### src/vga_pkg.sv
`default_nettype none

package vga_pkg;

  ////////////////////
  // Display timing
  ////////////////////

  // Horizontal, in pixels
  localparam int H_TOTAL      = 1056;
  localparam int H_VISIBLE    = 800;
  localparam int H_SYNC_START = 840;
  localparam int H_SYNC_END   = 968;

  // Vertical, in lines
  localparam int V_TOTAL      = 628;
  localparam int V_VISIBLE    = 600;
  localparam int V_SYNC_START = 601;
  localparam int V_SYNC_END   = 605;

  ////////////////////
  // Block row geometry
  ////////////////////

  localparam int BLOCKS_N     = 7;
  localparam int BLOCK_WIDTH  = 80;
  localparam int BLOCK_HEIGHT = 25;
  localparam int OFFSET_Y     = 100;

  // Row centred on the screen, shifted one pixel left
  localparam int START_X = ((H_VISIBLE - (BLOCKS_N * BLOCK_WIDTH)) / 2) - 1;

  localparam int N_LAYERS      = 2;
  localparam int LAYER_LATENCY = 3;

  ////////////////////
  // Texture colours
  ////////////////////

  localparam logic [11:0] TRANSPARENT   = 12'hFFF;
  localparam logic [11:0] GROUND_RGB    = 12'h840;
  localparam logic [11:0] GROUND_STRIPE = 12'h620;
  localparam logic [11:0] SKY_RGB       = 12'h4AF;

  typedef enum logic [1:0] {
    BLOCK_EMPTY  = 2'd0,
    BLOCK_GROUND = 2'd1,
    BLOCK_SKY    = 2'd2
  } block_kind_t;

  typedef struct packed {
    logic [10:0] hcount;
    logic [10:0] vcount;
    logic        hsync;
    logic        vsync;
    logic [11:0] rgb;
  } vga_bus_t;

  // Bit k of each map belongs to block k
  typedef struct packed {
    logic [6:0]  block_map;
    logic [6:0]  block_sky;
    logic [11:0] ypos;
  } layer_cfg_t;

  typedef struct packed {
    logic [6:0] rel_y;
    logic [6:0] rel_x;
  } tex_addr_t;

endpackage

`default_nettype wire

### src/vga_timing.sv
`default_nettype none

module vga_timing
(
  input  wire                pclk,
  input  wire                rst,
  output vga_pkg::vga_bus_t  bus
);

  logic [10:0] hcount;
  logic [10:0] vcount;
  logic [10:0] hcount_nxt;
  logic [10:0] vcount_nxt;
  logic        hsync;
  logic        vsync;
  logic        hsync_nxt;
  logic        vsync_nxt;

  ////////////////////
  // Counters
  ////////////////////

  always_comb
  begin
    hcount_nxt = hcount + 11'd1;
    vcount_nxt = vcount;
    if (hcount == 11'(vga_pkg::H_TOTAL - 1))
    begin
      hcount_nxt = '0;
      if (vcount == 11'(vga_pkg::V_TOTAL - 1))
        vcount_nxt = '0;
      else
        vcount_nxt = vcount + 11'd1;
    end
  end

  // Syncs follow the counts they will be registered with
  assign hsync_nxt = (hcount_nxt >= 11'(vga_pkg::H_SYNC_START)) &&
                     (hcount_nxt <  11'(vga_pkg::H_SYNC_END));
  assign vsync_nxt = (vcount_nxt >= 11'(vga_pkg::V_SYNC_START)) &&
                     (vcount_nxt <  11'(vga_pkg::V_SYNC_END));

  always_ff @(posedge pclk)
  begin
    if (rst)
    begin
      hcount <= '0;
      vcount <= '0;
      hsync  <= 1'b0;
      vsync  <= 1'b0;
    end
    else
    begin
      hcount <= hcount_nxt;
      vcount <= vcount_nxt;
      hsync  <= hsync_nxt;
      vsync  <= vsync_nxt;
    end
  end

  // Black background
  always_comb
  begin
    bus.hcount = hcount;
    bus.vcount = vcount;
    bus.hsync  = hsync;
    bus.vsync  = vsync;
    bus.rgb    = 12'h000;
  end

  ////////////////////
  // Checks
  ////////////////////

  a_hsync_window: assert property (
    @(posedge pclk) disable iff (rst)
    hsync |-> (hcount >= 11'(vga_pkg::H_SYNC_START)) &&
              (hcount <  11'(vga_pkg::H_SYNC_END))
  );

endmodule

`default_nettype wire

### src/block_texture.sv
`default_nettype none

module block_texture
(
  input  wire                 pclk,
  input  wire                 rst,
  input  vga_pkg::tex_addr_t  addr,
  output logic [11:0]         ground_rgb,
  output logic [11:0]         sky_rgb
);

  logic [11:0] ground_nxt;
  logic [11:0] sky_nxt;
  logic [6:0]  diag;

  ////////////////////
  // Ground
  ////////////////////

  // Dark stripe every eighth column
  assign ground_nxt = (addr.rel_x[2:0] == 3'd0) ? vga_pkg::GROUND_STRIPE
                                                : vga_pkg::GROUND_RGB;

  ////////////////////
  // Sky
  ////////////////////

  // Diagonal bands, every other one see-through
  assign diag    = addr.rel_x + addr.rel_y;
  assign sky_nxt = diag[3] ? vga_pkg::TRANSPARENT : vga_pkg::SKY_RGB;

  // One clock read latency, like a block RAM
  always_ff @(posedge pclk)
  begin
    if (rst)
    begin
      ground_rgb <= '0;
      sky_rgb    <= '0;
    end
    else
    begin
      ground_rgb <= ground_nxt;
      sky_rgb    <= sky_nxt;
    end
  end

endmodule

`default_nettype wire

### src/draw_layer.sv
`default_nettype none

module draw_layer
(
  input  wire                  pclk,
  input  wire                  rst,
  input  wire                  layer_en,
  input  vga_pkg::layer_cfg_t  cfg,
  input  vga_pkg::vga_bus_t    bus_in,
  output vga_pkg::vga_bus_t    bus_out
);

  logic [11:0]           vpos;
  logic                  in_band;
  vga_pkg::block_kind_t  kind_nxt;
  vga_pkg::tex_addr_t    addr_nxt;

  vga_pkg::block_kind_t  kind_q1;
  vga_pkg::block_kind_t  kind_q2;
  vga_pkg::tex_addr_t    addr_q;
  vga_pkg::vga_bus_t     bus_q1;
  vga_pkg::vga_bus_t     bus_q2;

  logic [11:0]           ground_rgb;
  logic [11:0]           sky_rgb;
  logic [11:0]           tex_rgb;
  logic                  opaque;
  vga_pkg::vga_bus_t     bus_nxt;

  ////////////////////
  // Block lookup
  ////////////////////

  // Band test in 13 bits so ypos near the top cannot wrap
  assign vpos    = 12'(bus_in.vcount) + 12'(vga_pkg::OFFSET_Y);
  assign in_band = ({1'b0, vpos} >= {1'b0, cfg.ypos}) &&
                   ({1'b0, vpos} <  ({1'b0, cfg.ypos} + 13'(vga_pkg::BLOCK_HEIGHT)));

  always_comb
  begin
    kind_nxt = vga_pkg::BLOCK_EMPTY;
    addr_nxt = '0;
    for (int k = 0; k < vga_pkg::BLOCKS_N; k++)
    begin
      if (in_band &&
          (bus_in.hcount >= 11'(vga_pkg::START_X + k * vga_pkg::BLOCK_WIDTH)) &&
          (bus_in.hcount <  11'(vga_pkg::START_X + (k + 1) * vga_pkg::BLOCK_WIDTH)))
      begin
        addr_nxt.rel_x = 7'(bus_in.hcount -
                            11'(vga_pkg::START_X + k * vga_pkg::BLOCK_WIDTH));
        addr_nxt.rel_y = 7'(vpos - cfg.ypos);
        if (layer_en && cfg.block_map[k])
          kind_nxt = cfg.block_sky[k] ? vga_pkg::BLOCK_SKY : vga_pkg::BLOCK_GROUND;
      end
    end
  end

  ////////////////////
  // Pipeline
  ////////////////////

  always_ff @(posedge pclk)
  begin
    if (rst)
    begin
      kind_q1 <= vga_pkg::BLOCK_EMPTY;
      kind_q2 <= vga_pkg::BLOCK_EMPTY;
      addr_q  <= '0;
      bus_q1  <= '0;
      bus_q2  <= '0;
    end
    else
    begin
      kind_q1 <= kind_nxt;
      addr_q  <= addr_nxt;
      bus_q1  <= bus_in;
      // Texture read happens here
      kind_q2 <= kind_q1;
      bus_q2  <= bus_q1;
    end
  end

  block_texture u_texture (
    .pclk       (pclk),
    .rst        (rst),
    .addr       (addr_q),
    .ground_rgb (ground_rgb),
    .sky_rgb    (sky_rgb)
  );

  ////////////////////
  // Overlay
  ////////////////////

  assign tex_rgb = (kind_q2 == vga_pkg::BLOCK_SKY) ? sky_rgb : ground_rgb;
  assign opaque  = (kind_q2 != vga_pkg::BLOCK_EMPTY) && (tex_rgb != vga_pkg::TRANSPARENT);

  always_comb
  begin
    bus_nxt     = bus_q2;
    bus_nxt.rgb = opaque ? tex_rgb : bus_q2.rgb;
  end

  always_ff @(posedge pclk)
  begin
    if (rst)
      bus_out <= '0;
    else
      bus_out <= bus_nxt;
  end

  // Nothing drawn for an empty block or a disabled layer
  a_pass_through: assert property (
    @(posedge pclk) disable iff (rst)
    ($past(kind_q2 == vga_pkg::BLOCK_EMPTY) || $past(!layer_en, vga_pkg::LAYER_LATENCY))
      |-> (bus_out.rgb == $past(bus_q2.rgb))
  );

endmodule

`default_nettype wire

### src/vga_out.sv
`default_nettype none

module vga_out
(
  input  wire                pclk,
  input  wire                rst,
  input  vga_pkg::vga_bus_t  bus_in,
  output logic               hsync,
  output logic               vsync,
  output logic [11:0]        rgb,
  output logic [10:0]        hcount,
  output logic [10:0]        vcount
);

  logic visible;

  assign visible = (bus_in.hcount < 11'(vga_pkg::H_VISIBLE)) &&
                   (bus_in.vcount < 11'(vga_pkg::V_VISIBLE));

  always_ff @(posedge pclk)
  begin
    if (rst)
    begin
      hsync  <= 1'b0;
      vsync  <= 1'b0;
      rgb    <= '0;
      hcount <= '0;
      vcount <= '0;
    end
    else
    begin
      hsync  <= bus_in.hsync;
      vsync  <= bus_in.vsync;
      // Blanking outside the active area
      rgb    <= visible ? bus_in.rgb : 12'h000;
      hcount <= bus_in.hcount;
      vcount <= bus_in.vcount;
    end
  end

endmodule

`default_nettype wire

### src/layer_stack.sv
`default_nettype none

module layer_stack
(
  input  wire                          pclk,
  input  wire                          rst,
  input  wire [vga_pkg::N_LAYERS-1:0]  layer_en,
  input  vga_pkg::layer_cfg_t          layer_cfg [0:vga_pkg::N_LAYERS-1],
  output logic                         hsync,
  output logic                         vsync,
  output logic [11:0]                  rgb,
  output logic [10:0]                  hcount,
  output logic [10:0]                  vcount
);

  // Stage 0 from the timing generator, stage i+1 from layer i
  vga_pkg::vga_bus_t bus [0:vga_pkg::N_LAYERS];

  vga_timing u_timing (
    .pclk (pclk),
    .rst  (rst),
    .bus  (bus[0])
  );

  ////////////////////
  // Layer chain
  ////////////////////

  // Later layers paint over earlier ones
  for (genvar i = 0; i < vga_pkg::N_LAYERS; i++)
  begin : g_layer
    draw_layer u_layer (
      .pclk     (pclk),
      .rst      (rst),
      .layer_en (layer_en[i]),
      .cfg      (layer_cfg[i]),
      .bus_in   (bus[i]),
      .bus_out  (bus[i+1])
    );
  end

  vga_out u_out (
    .pclk   (pclk),
    .rst    (rst),
    .bus_in (bus[vga_pkg::N_LAYERS]),
    .hsync  (hsync),
    .vsync  (vsync),
    .rgb    (rgb),
    .hcount (hcount),
    .vcount (vcount)
  );

endmodule

`default_nettype wire

### config.mk
export PLATFORM = sky130hd
export DESIGN_NAME = layer_stack
export DESIGN_NICKNAME = d
export VERILOG_FILES = /design/src/vga_pkg.sv /design/src/vga_timing.sv /design/src/block_texture.sv /design/src/draw_layer.sv /design/src/vga_out.sv /design/src/layer_stack.sv
export SDC_FILE = /design/constraint.sdc
export NUM_CORES = 1
export LEC_CHECK = 0
export BUFFER_PORTS_ARGS = -buffer_cell sky130_fd_sc_hd__buf_2
export CORE_MARGIN = 2
export CORE_UTILIZATION = 30
export DETAILED_ROUTE_END_ITERATION = 10
export PLACE_DENSITY = 0.55
export SETUP_SLACK_MARGIN = 0.4
export SLEW_MARGIN = 20
export SYNTH_ARGS = -nofsm -noshare
export SYNTH_HDL_FRONTEND = slang
export SYNTH_SLANG_ARGS = --single-unit
### constraint.sdc
create_clock -name pclk -period 4.1 [get_ports pclk]
set_clock_uncertainty 0.1 [all_clocks]
set_input_delay 0.82 -clock pclk [delete_from_list [all_inputs] [get_ports pclk]]
set_output_delay 0.82 -clock pclk [all_outputs]
set_load 0.02 [all_outputs]
# Yosys cells after proc, flatten, opt, wreduce, memory -nomap -nowiden
# Index checks and enable logic that the tools add are counted.
dict set report totals {
  ff_bits 336
  inputBits 56
  output_inout_bits 36
  elab_cells 240
}
dict set report op_classes {
  add_sub_neg 24
  n_lt_le_gt_ge 38
  eq_ne 6
  n_mux 67
  bitwise 1
  n_reduce_logical 54
}
# operator count
set op_table {}
lappend op_table {{2-to-1 mux 11 bit} 17}
lappend op_table {{< comparator 11 x 10 -> 1 bit, second input constant} 10}
lappend op_table {{2-to-1 mux 12 bit} 8}
lappend op_table {{2-to-1 mux 2 bit} 42}
lappend op_table {{>= comparator 11 x 10 -> 1 bit, second input constant} 6}
lappend op_table {{>= comparator 11 x 9 -> 1 bit, second input constant} 6}
lappend op_table {{< comparator 11 x 9 -> 1 bit, second input constant} 6}
lappend op_table {{subtractor 7 bit, second input constant} 8}
lappend op_table {{logical AND 1 bit} 49}
lappend op_table {{adder 12 x 5 -> 13 bit, second input constant} 2}
lappend op_table {{< comparator 12 x 13 -> 1 bit} 2}
lappend op_table {{adder 11 x 7 -> 12 bit, second input constant} 2}
lappend op_table {{>= comparator 12 bit} 2}
lappend op_table {{!= test 12 bit, second input constant} 2}
lappend op_table {{adder 11 x 1 -> 11 bit, second input constant} 2}
lappend op_table {{>= comparator 11 x 7 -> 1 bit, second input constant} 2}
lappend op_table {{>= comparator 11 x 8 -> 1 bit, second input constant} 2}
lappend op_table {{< comparator 11 x 8 -> 1 bit, second input constant} 2}
lappend op_table {{subtractor 7 x 3 -> 7 bit, second input constant} 2}
lappend op_table {{subtractor 7 x 5 -> 7 bit, second input constant} 2}
lappend op_table {{subtractor 7 x 6 -> 7 bit, second input constant} 2}
lappend op_table {{== test 11 x 10 -> 1 bit, second input constant} 1}
lappend op_table {{== test 11 bit, second input constant} 1}
lappend op_table {{adder 4 bit} 2}
lappend op_table {{6 further kinds} 10}

# Longest topological paths before layout
dict set report logic_depth {
  word_depth 18
  mapped_depth 13
  ltp_nobuf 13
}

# Modules after synthesis
# A second synthesis with hierarchy kept.
dict set report unflattened {
  hier_cells 1490
  area_unflattened_um2 14370.0
}
# module n_inst cells_per_inst area_per_inst_um2 seq_area_each_um2
set modules_own_cells {}
lappend modules_own_cells {draw_layer 2 577 5561.6 2522.4}
lappend modules_own_cells {vga_timing 1 180 1512.7 480.5}
lappend modules_own_cells {vga_out 1 82 1096.1 720.7}
lappend modules_own_cells {block_texture 2 37 319.1 80.1}

# Worst setup path before layout
# Ideal clock, no wire load.
dict set report synth_path {
  kind {input to register}
  start {input layer_cfg[28] in the netlist's numbering}
  end {register g_layer[0].u_layer.addr_q[10] in the netlist's numbering}
  setup_ps 66
  arrival_time_ps 3055
  required_time_ps 3934
  path_slack_ps 879
  cell_stages 13
  path_buffers 0
  cell_sequence {nand3_1 > and3_1 > nor3_1 > nand3_1 > xnor2_1 > ha_1 > a21oi_1 > o21ai_0 > a211oi_1 > a21oi_1 > a211oi_1 > nand2_1 > nor2_1}
}
dict set report synth_via {
  elab_chain_cells 12
  elab_cells_between_ends 26
  classes_between {add/sub (2); order compare (2); mux (7); reduce/logical (15)}
}
# item line
set synth_lines {}
lappend synth_lines {{from (decl)} layer_stack.sv:8} ;# input vga_pkg::layer_cfg_t layer_cfg [0:vga_pkg::N_LAYERS-1],
lappend synth_lines {{adder 12 x 5 -> 13 bit} draw_layer.sv:37} ;# ({1'b0, vpos} < ({1'b0, cfg.ypos} + 13'(vga_pkg::BLOCK_HEIGHT)));
lappend synth_lines {{< comparator 12 x 13 -> 1 bit} draw_layer.sv:37}
lappend synth_lines {{logical AND 1 bit} draw_layer.sv:36} ;# assign in_band = ({1'b0, vpos} >= {1'b0, cfg.ypos}) &&
lappend synth_lines {{logical AND 1 bit} draw_layer.sv:45} ;# if (in_band &&
lappend synth_lines {{logical AND 1 bit} draw_layer.sv:46} ;# (bus_in.hcount >= 11'(vga_pkg::START_X + k * vga_pkg::BLOCK_WIDTH)) &&
lappend synth_lines {{2-to-1 mux 11 bit (6 in a row)} draw_layer.sv:45}
lappend synth_lines {{2-to-1 mux 11 bit *} draw_layer.sv:45}
lappend synth_lines {{to (signal assigned)} draw_layer.sv:75} ;# addr_q <= addr_nxt;
lappend synth_lines {{to (decl)} draw_layer.sv:20} ;# vga_pkg::tex_addr_t addr_q;
# Every way passes the cells marked *; elsewhere a longest branch is shown, timed or not.
# A chain may end at the register's enable or synchronous reset.

# Worst setup path in the final report
dict set report layout_path {
  start {input layer_cfg[1] in the netlist's numbering}
  end {register g_layer[1].u_layer.addr_q[3] in the netlist's numbering}
}
dict set report layout_via {
  elab_chain_cells 12
  elab_cells_between_ends 25
  classes_between {add/sub (1); order compare (2); mux (7); reduce/logical (15)}
}
# item line
set layout_lines {}
lappend layout_lines {{adder 12 x 5 -> 13 bit} draw_layer.sv:37}
lappend layout_lines {{< comparator 12 x 13 -> 1 bit} draw_layer.sv:37}
lappend layout_lines {{logical AND 1 bit *} draw_layer.sv:36}
lappend layout_lines {{logical AND 1 bit} draw_layer.sv:45}
lappend layout_lines {{logical AND 1 bit} draw_layer.sv:46}
lappend layout_lines {{2-to-1 mux 11 bit (6 in a row)} draw_layer.sv:45}
lappend layout_lines {{2-to-1 mux 11 bit *} draw_layer.sv:45}
lappend layout_lines {{to (signal assigned)} draw_layer.sv:75}
lappend layout_lines {{to (decl)} draw_layer.sv:20}
# Marked as above.

==> flow_summary_export.csv <==
group,metric,value,unit
setup_path,crit_type,"in -> reg",
die,core_region_area,34300,µm²
global_route,use_met3,0.0194,
route,drt-pass1-iter-count,7,
power,p_switching,0.00108,W
synthesis,synthTopCellsByArea,"dfxtp_1 48%, nor2b_1 11%, ha_1 7.2%",
setup_path,end_kind,"flop",
cts,cts_max_path_buffers,3,
cts,cts_buffers,27,
sta,final_hold_viol_count,0,
synthesis,syn_inst,1082,
route,drt-wirelength-per-cell,12.7,µm
synthesis,synth_top_area_frac,0.479,
outcome,status,"finished, final reports clean",
sta,hold-worst-slack,316,ps
synthesis,synth_warnings,0,
synthesis,synth_fp_nets,1200,
cts,cts_max_level,1,
cts,cts_tree,"built",
finish,fill_cells,3548,
placement,place.gp.congestion,0.847,
placement,io_buffer_count,91,
cts,root_buffer,"clkbuf_16",
die,die_y,190,µm
global_route,grt_max_degree,84,
finish,insertedDiodeCount,0,
cts,cts_setup_buffers,0,
die,num_rows,68,
setup_path,cp.required,4460,ps
synthesis,synth_cell_type_count,73,
route,routed_wl,20500,µm
sta,tightest_slew,1060,ps
die,die_area,36100,µm²
global_route,top_usage_layer,"met1",
worst_hold_path,hold_path.class,"reg -> reg",
cts,clk_pin_slew,60,ps
route,vias,7283,
power,power.share.clock,0.474,
die,start_util,0.302,
flow_run,cap_violations,0,
die,die_x,190,µm
synthesis,synth.cell_area,10400,µm²
setup_path,worstPathArrival,3630,ps
power,swShare,0.216,
setup_path,timing.rr.start,"u_timing.vcount[4]",
global_route,antenna_found_initial,0,
sta,drv_slew,0,
finish,drive_above_1_share,0.130,
synthesis,synth-edff-count,0,
power,leakagePower,5.04,nW
cts,ctsHoldBuffers,0,
setup_path,critPathLaunchType,"input pin",
power,p_int,0.00392,W
global_route,overflow,0,
power,seqPwrFrac,0.487,
sta,finalSetupViolCount,0,
worst_hold_path,min_path_cells,1,
route,postRouteAntennaNets,0,
sta,min_period_over_period,0.796,
global_route,grt_pass1_wl,34200,µm
finish,synthToLayoutAreaGrowth,16.2,%
power,pwr-share-comb,0.040,
die,ios,92,
sta,finalSetupTns,0,ps
global_route,grt_pass1_vias,6796,
global_route,grtUsageMet2,0.165,
sta,slew_headroom,0.275,
global_route,gr-usage-met1,0.172,
sta,period_needed,3260,ps
cts,clk_latency,530,ps
power,ir_worst_vdd,0.000323,V
synthesis,synth_top_cell_by_area,"dfxtp_1",
synthesis,yosysSeqAreaShare,0.479,
placement,post-dp-hpwl,15000,µm
synthesis,syn_area_per_cell,9.58,µm²
worst_hold_path,holdCritStartpoint,"g_layer[1].u_layer.bus_q1[24]",
synthesis,ys.flop_type,"dfxtp_1",
synthesis,async_flop_share,0,
cts,cts_num_sinks,248,
cts,cts.repair.resized,0,
route,vias_per_cell,4.49,
route,drtIter0Drc,467,
sta,rsz0062_at_grt,"no",
synthesis,synth_seq_cells,248,
setup_path,reg2regPathDepth,13,
finish,nets,1265,
setup_path,critPathMaxFanout,8,
setup_path,crit_start,"layer_cfg[1]",
route,drc,0,
power,power_density,414,nW/µm²
global_route,grt.total_usage,0.114,
sta,fmax,0.306,GHz
critical path, stage by stage:
cell,delay (ps)
buf_2,130
ha_1,210
a211o_1,190
nor3b_1,420
nand3_1,150
xnor2_1,150
ha_1,310
a21o_1,190
a21oi_1,140
o311ai_0,120
o21ai_0,180
o31a_1,210
o31ai_1,220
a21oi_1,180
power by group through the flow:
stage / Combinational (W) / Clock (W) / Sequential, W
after floorplan: 0.000130 / 0 / 0.00247
after global placement: 0.000197 / 0 / 0.00248
after detailed placement: 0.000199 / 0 / 0.00248
after CTS: 0.000200 / 0.00244 / 0.00243
after global routing: 0.000227 / 0.00255 / 0.00243
final: 0.000197 / 0.00237 / 0.00243
layout by cell type, fill, tap and decap left out, drive strengths merged, types with 21 or more instances in the layout:
cell and count:
a21oi 40, nor2 83, ha 60, dfxtp 248, inv 48, nand2 49, o21ai 23, clkbuf 36
xor2 21, nand3 26, xnor2 44, buf 94, nor2b 178
metal layers:
metal  wire length [µm]  vias up  part of all wire
li1                   -     3803                 -
met1              10700     3278              0.52
met2               8330      170              0.41
met3               1060       32             0.052
met4                472        0             0.023
met5                  0        -                 0
final timing paths:
check,to,slack [ps]
max,g_layer[1].u_layer.addr_q[3],840
min,g_layer[1].u_layer.bus_nxt[24],320
max reg2reg,g_layer[0].u_layer.addr_q[3],970
min reg2reg,g_layer[1].u_layer.bus_nxt[24],320
through the flow:
step,worst slack (ps),instances,power (W),util,area (µm²)
3_5_place_dp,297,1573,0.00268,0.325,11200
4_1_cts,846,1622,0.00507,0.352,12100
6_report,837,1622,0.00499,0.352,12100
3_3_place_gp,398,1573,0.00268,0.325,11200
5_1_grt,565,1622,0.00520,0.352,12100
2_1_floorplan,879,1082,0.00260,-,10400
logic make-up (layout without fill, tap and decap cells):
kind of cell / after synthesis / in the layout / synth area share
multiplexers: 2 / 2 / 0.00193
flip-flops: 248 / 248 / 0.479
XOR/XNOR: 65 / 65 / 0.0549
buffers and inverters: 104 / 189 / 0.0421
AND/OR/NAND/NOR: 446 / 446 / 0.242
AO/OA/AOI/OAI: 155 / 155 / 0.104
adder cells (fa/ha/maj): 62 / 62 / 0.0763
sequential cells by signal, summed over array words and instances, names as in the netlist:
name	count
g_layer.u_layer.kind_q2	4
u_out.vsync	1
g_layer.u_layer.bus_q2	5
g_layer.u_layer.u_texture.sky_rgb	3
u_timing.vcount	11
g_layer.u_layer.bus_nxt	48
u_out.hsync	1
u_timing.vsync	1
u_out.vcount	11
u_out.hcount	11
u_timing.hsync	1
g_layer.u_layer.addr_q	16
g_layer.u_layer.kind_q1	4
g_layer.u_layer.bus_out	58
u_timing.hcount	11
g_layer.u_layer.u_texture.ground_rgb	4
u_out.rgb	5
g_layer.u_layer.bus_q1	53
final cells by class:
cell class	instances	area, µm²	share of cell area
Timing Repair Buffer	94	484	0.0402
Tap cell	455	569	0.0472
Inverter	46	173	0.0143
Sequential cell	248	4960	0.412
Clock buffer	36	749	0.0622
Multi-Input combinational cell	730	4970	0.412
Clock inverter	13	144	0.0119
synthesized netlist by cell type, types with 8 or more instances:
cell type	count
a211oi_1	14
a21o_1	11
a21oi_1	40
and3_1	16
clkbuf_1	40
dfxtp_1	248
ha_1	60
inv_1	46
nand2_1	49
nand2b_1	9
nand3_1	26
nand4_1	14
nor2_1	83
nor2b_1	178
nor3_1	15
nor3b_1	9
nor4_1	8
o21ai_0	21
xnor2_1	44
xor2_1	21
Power figures use the tool's default switching activity.
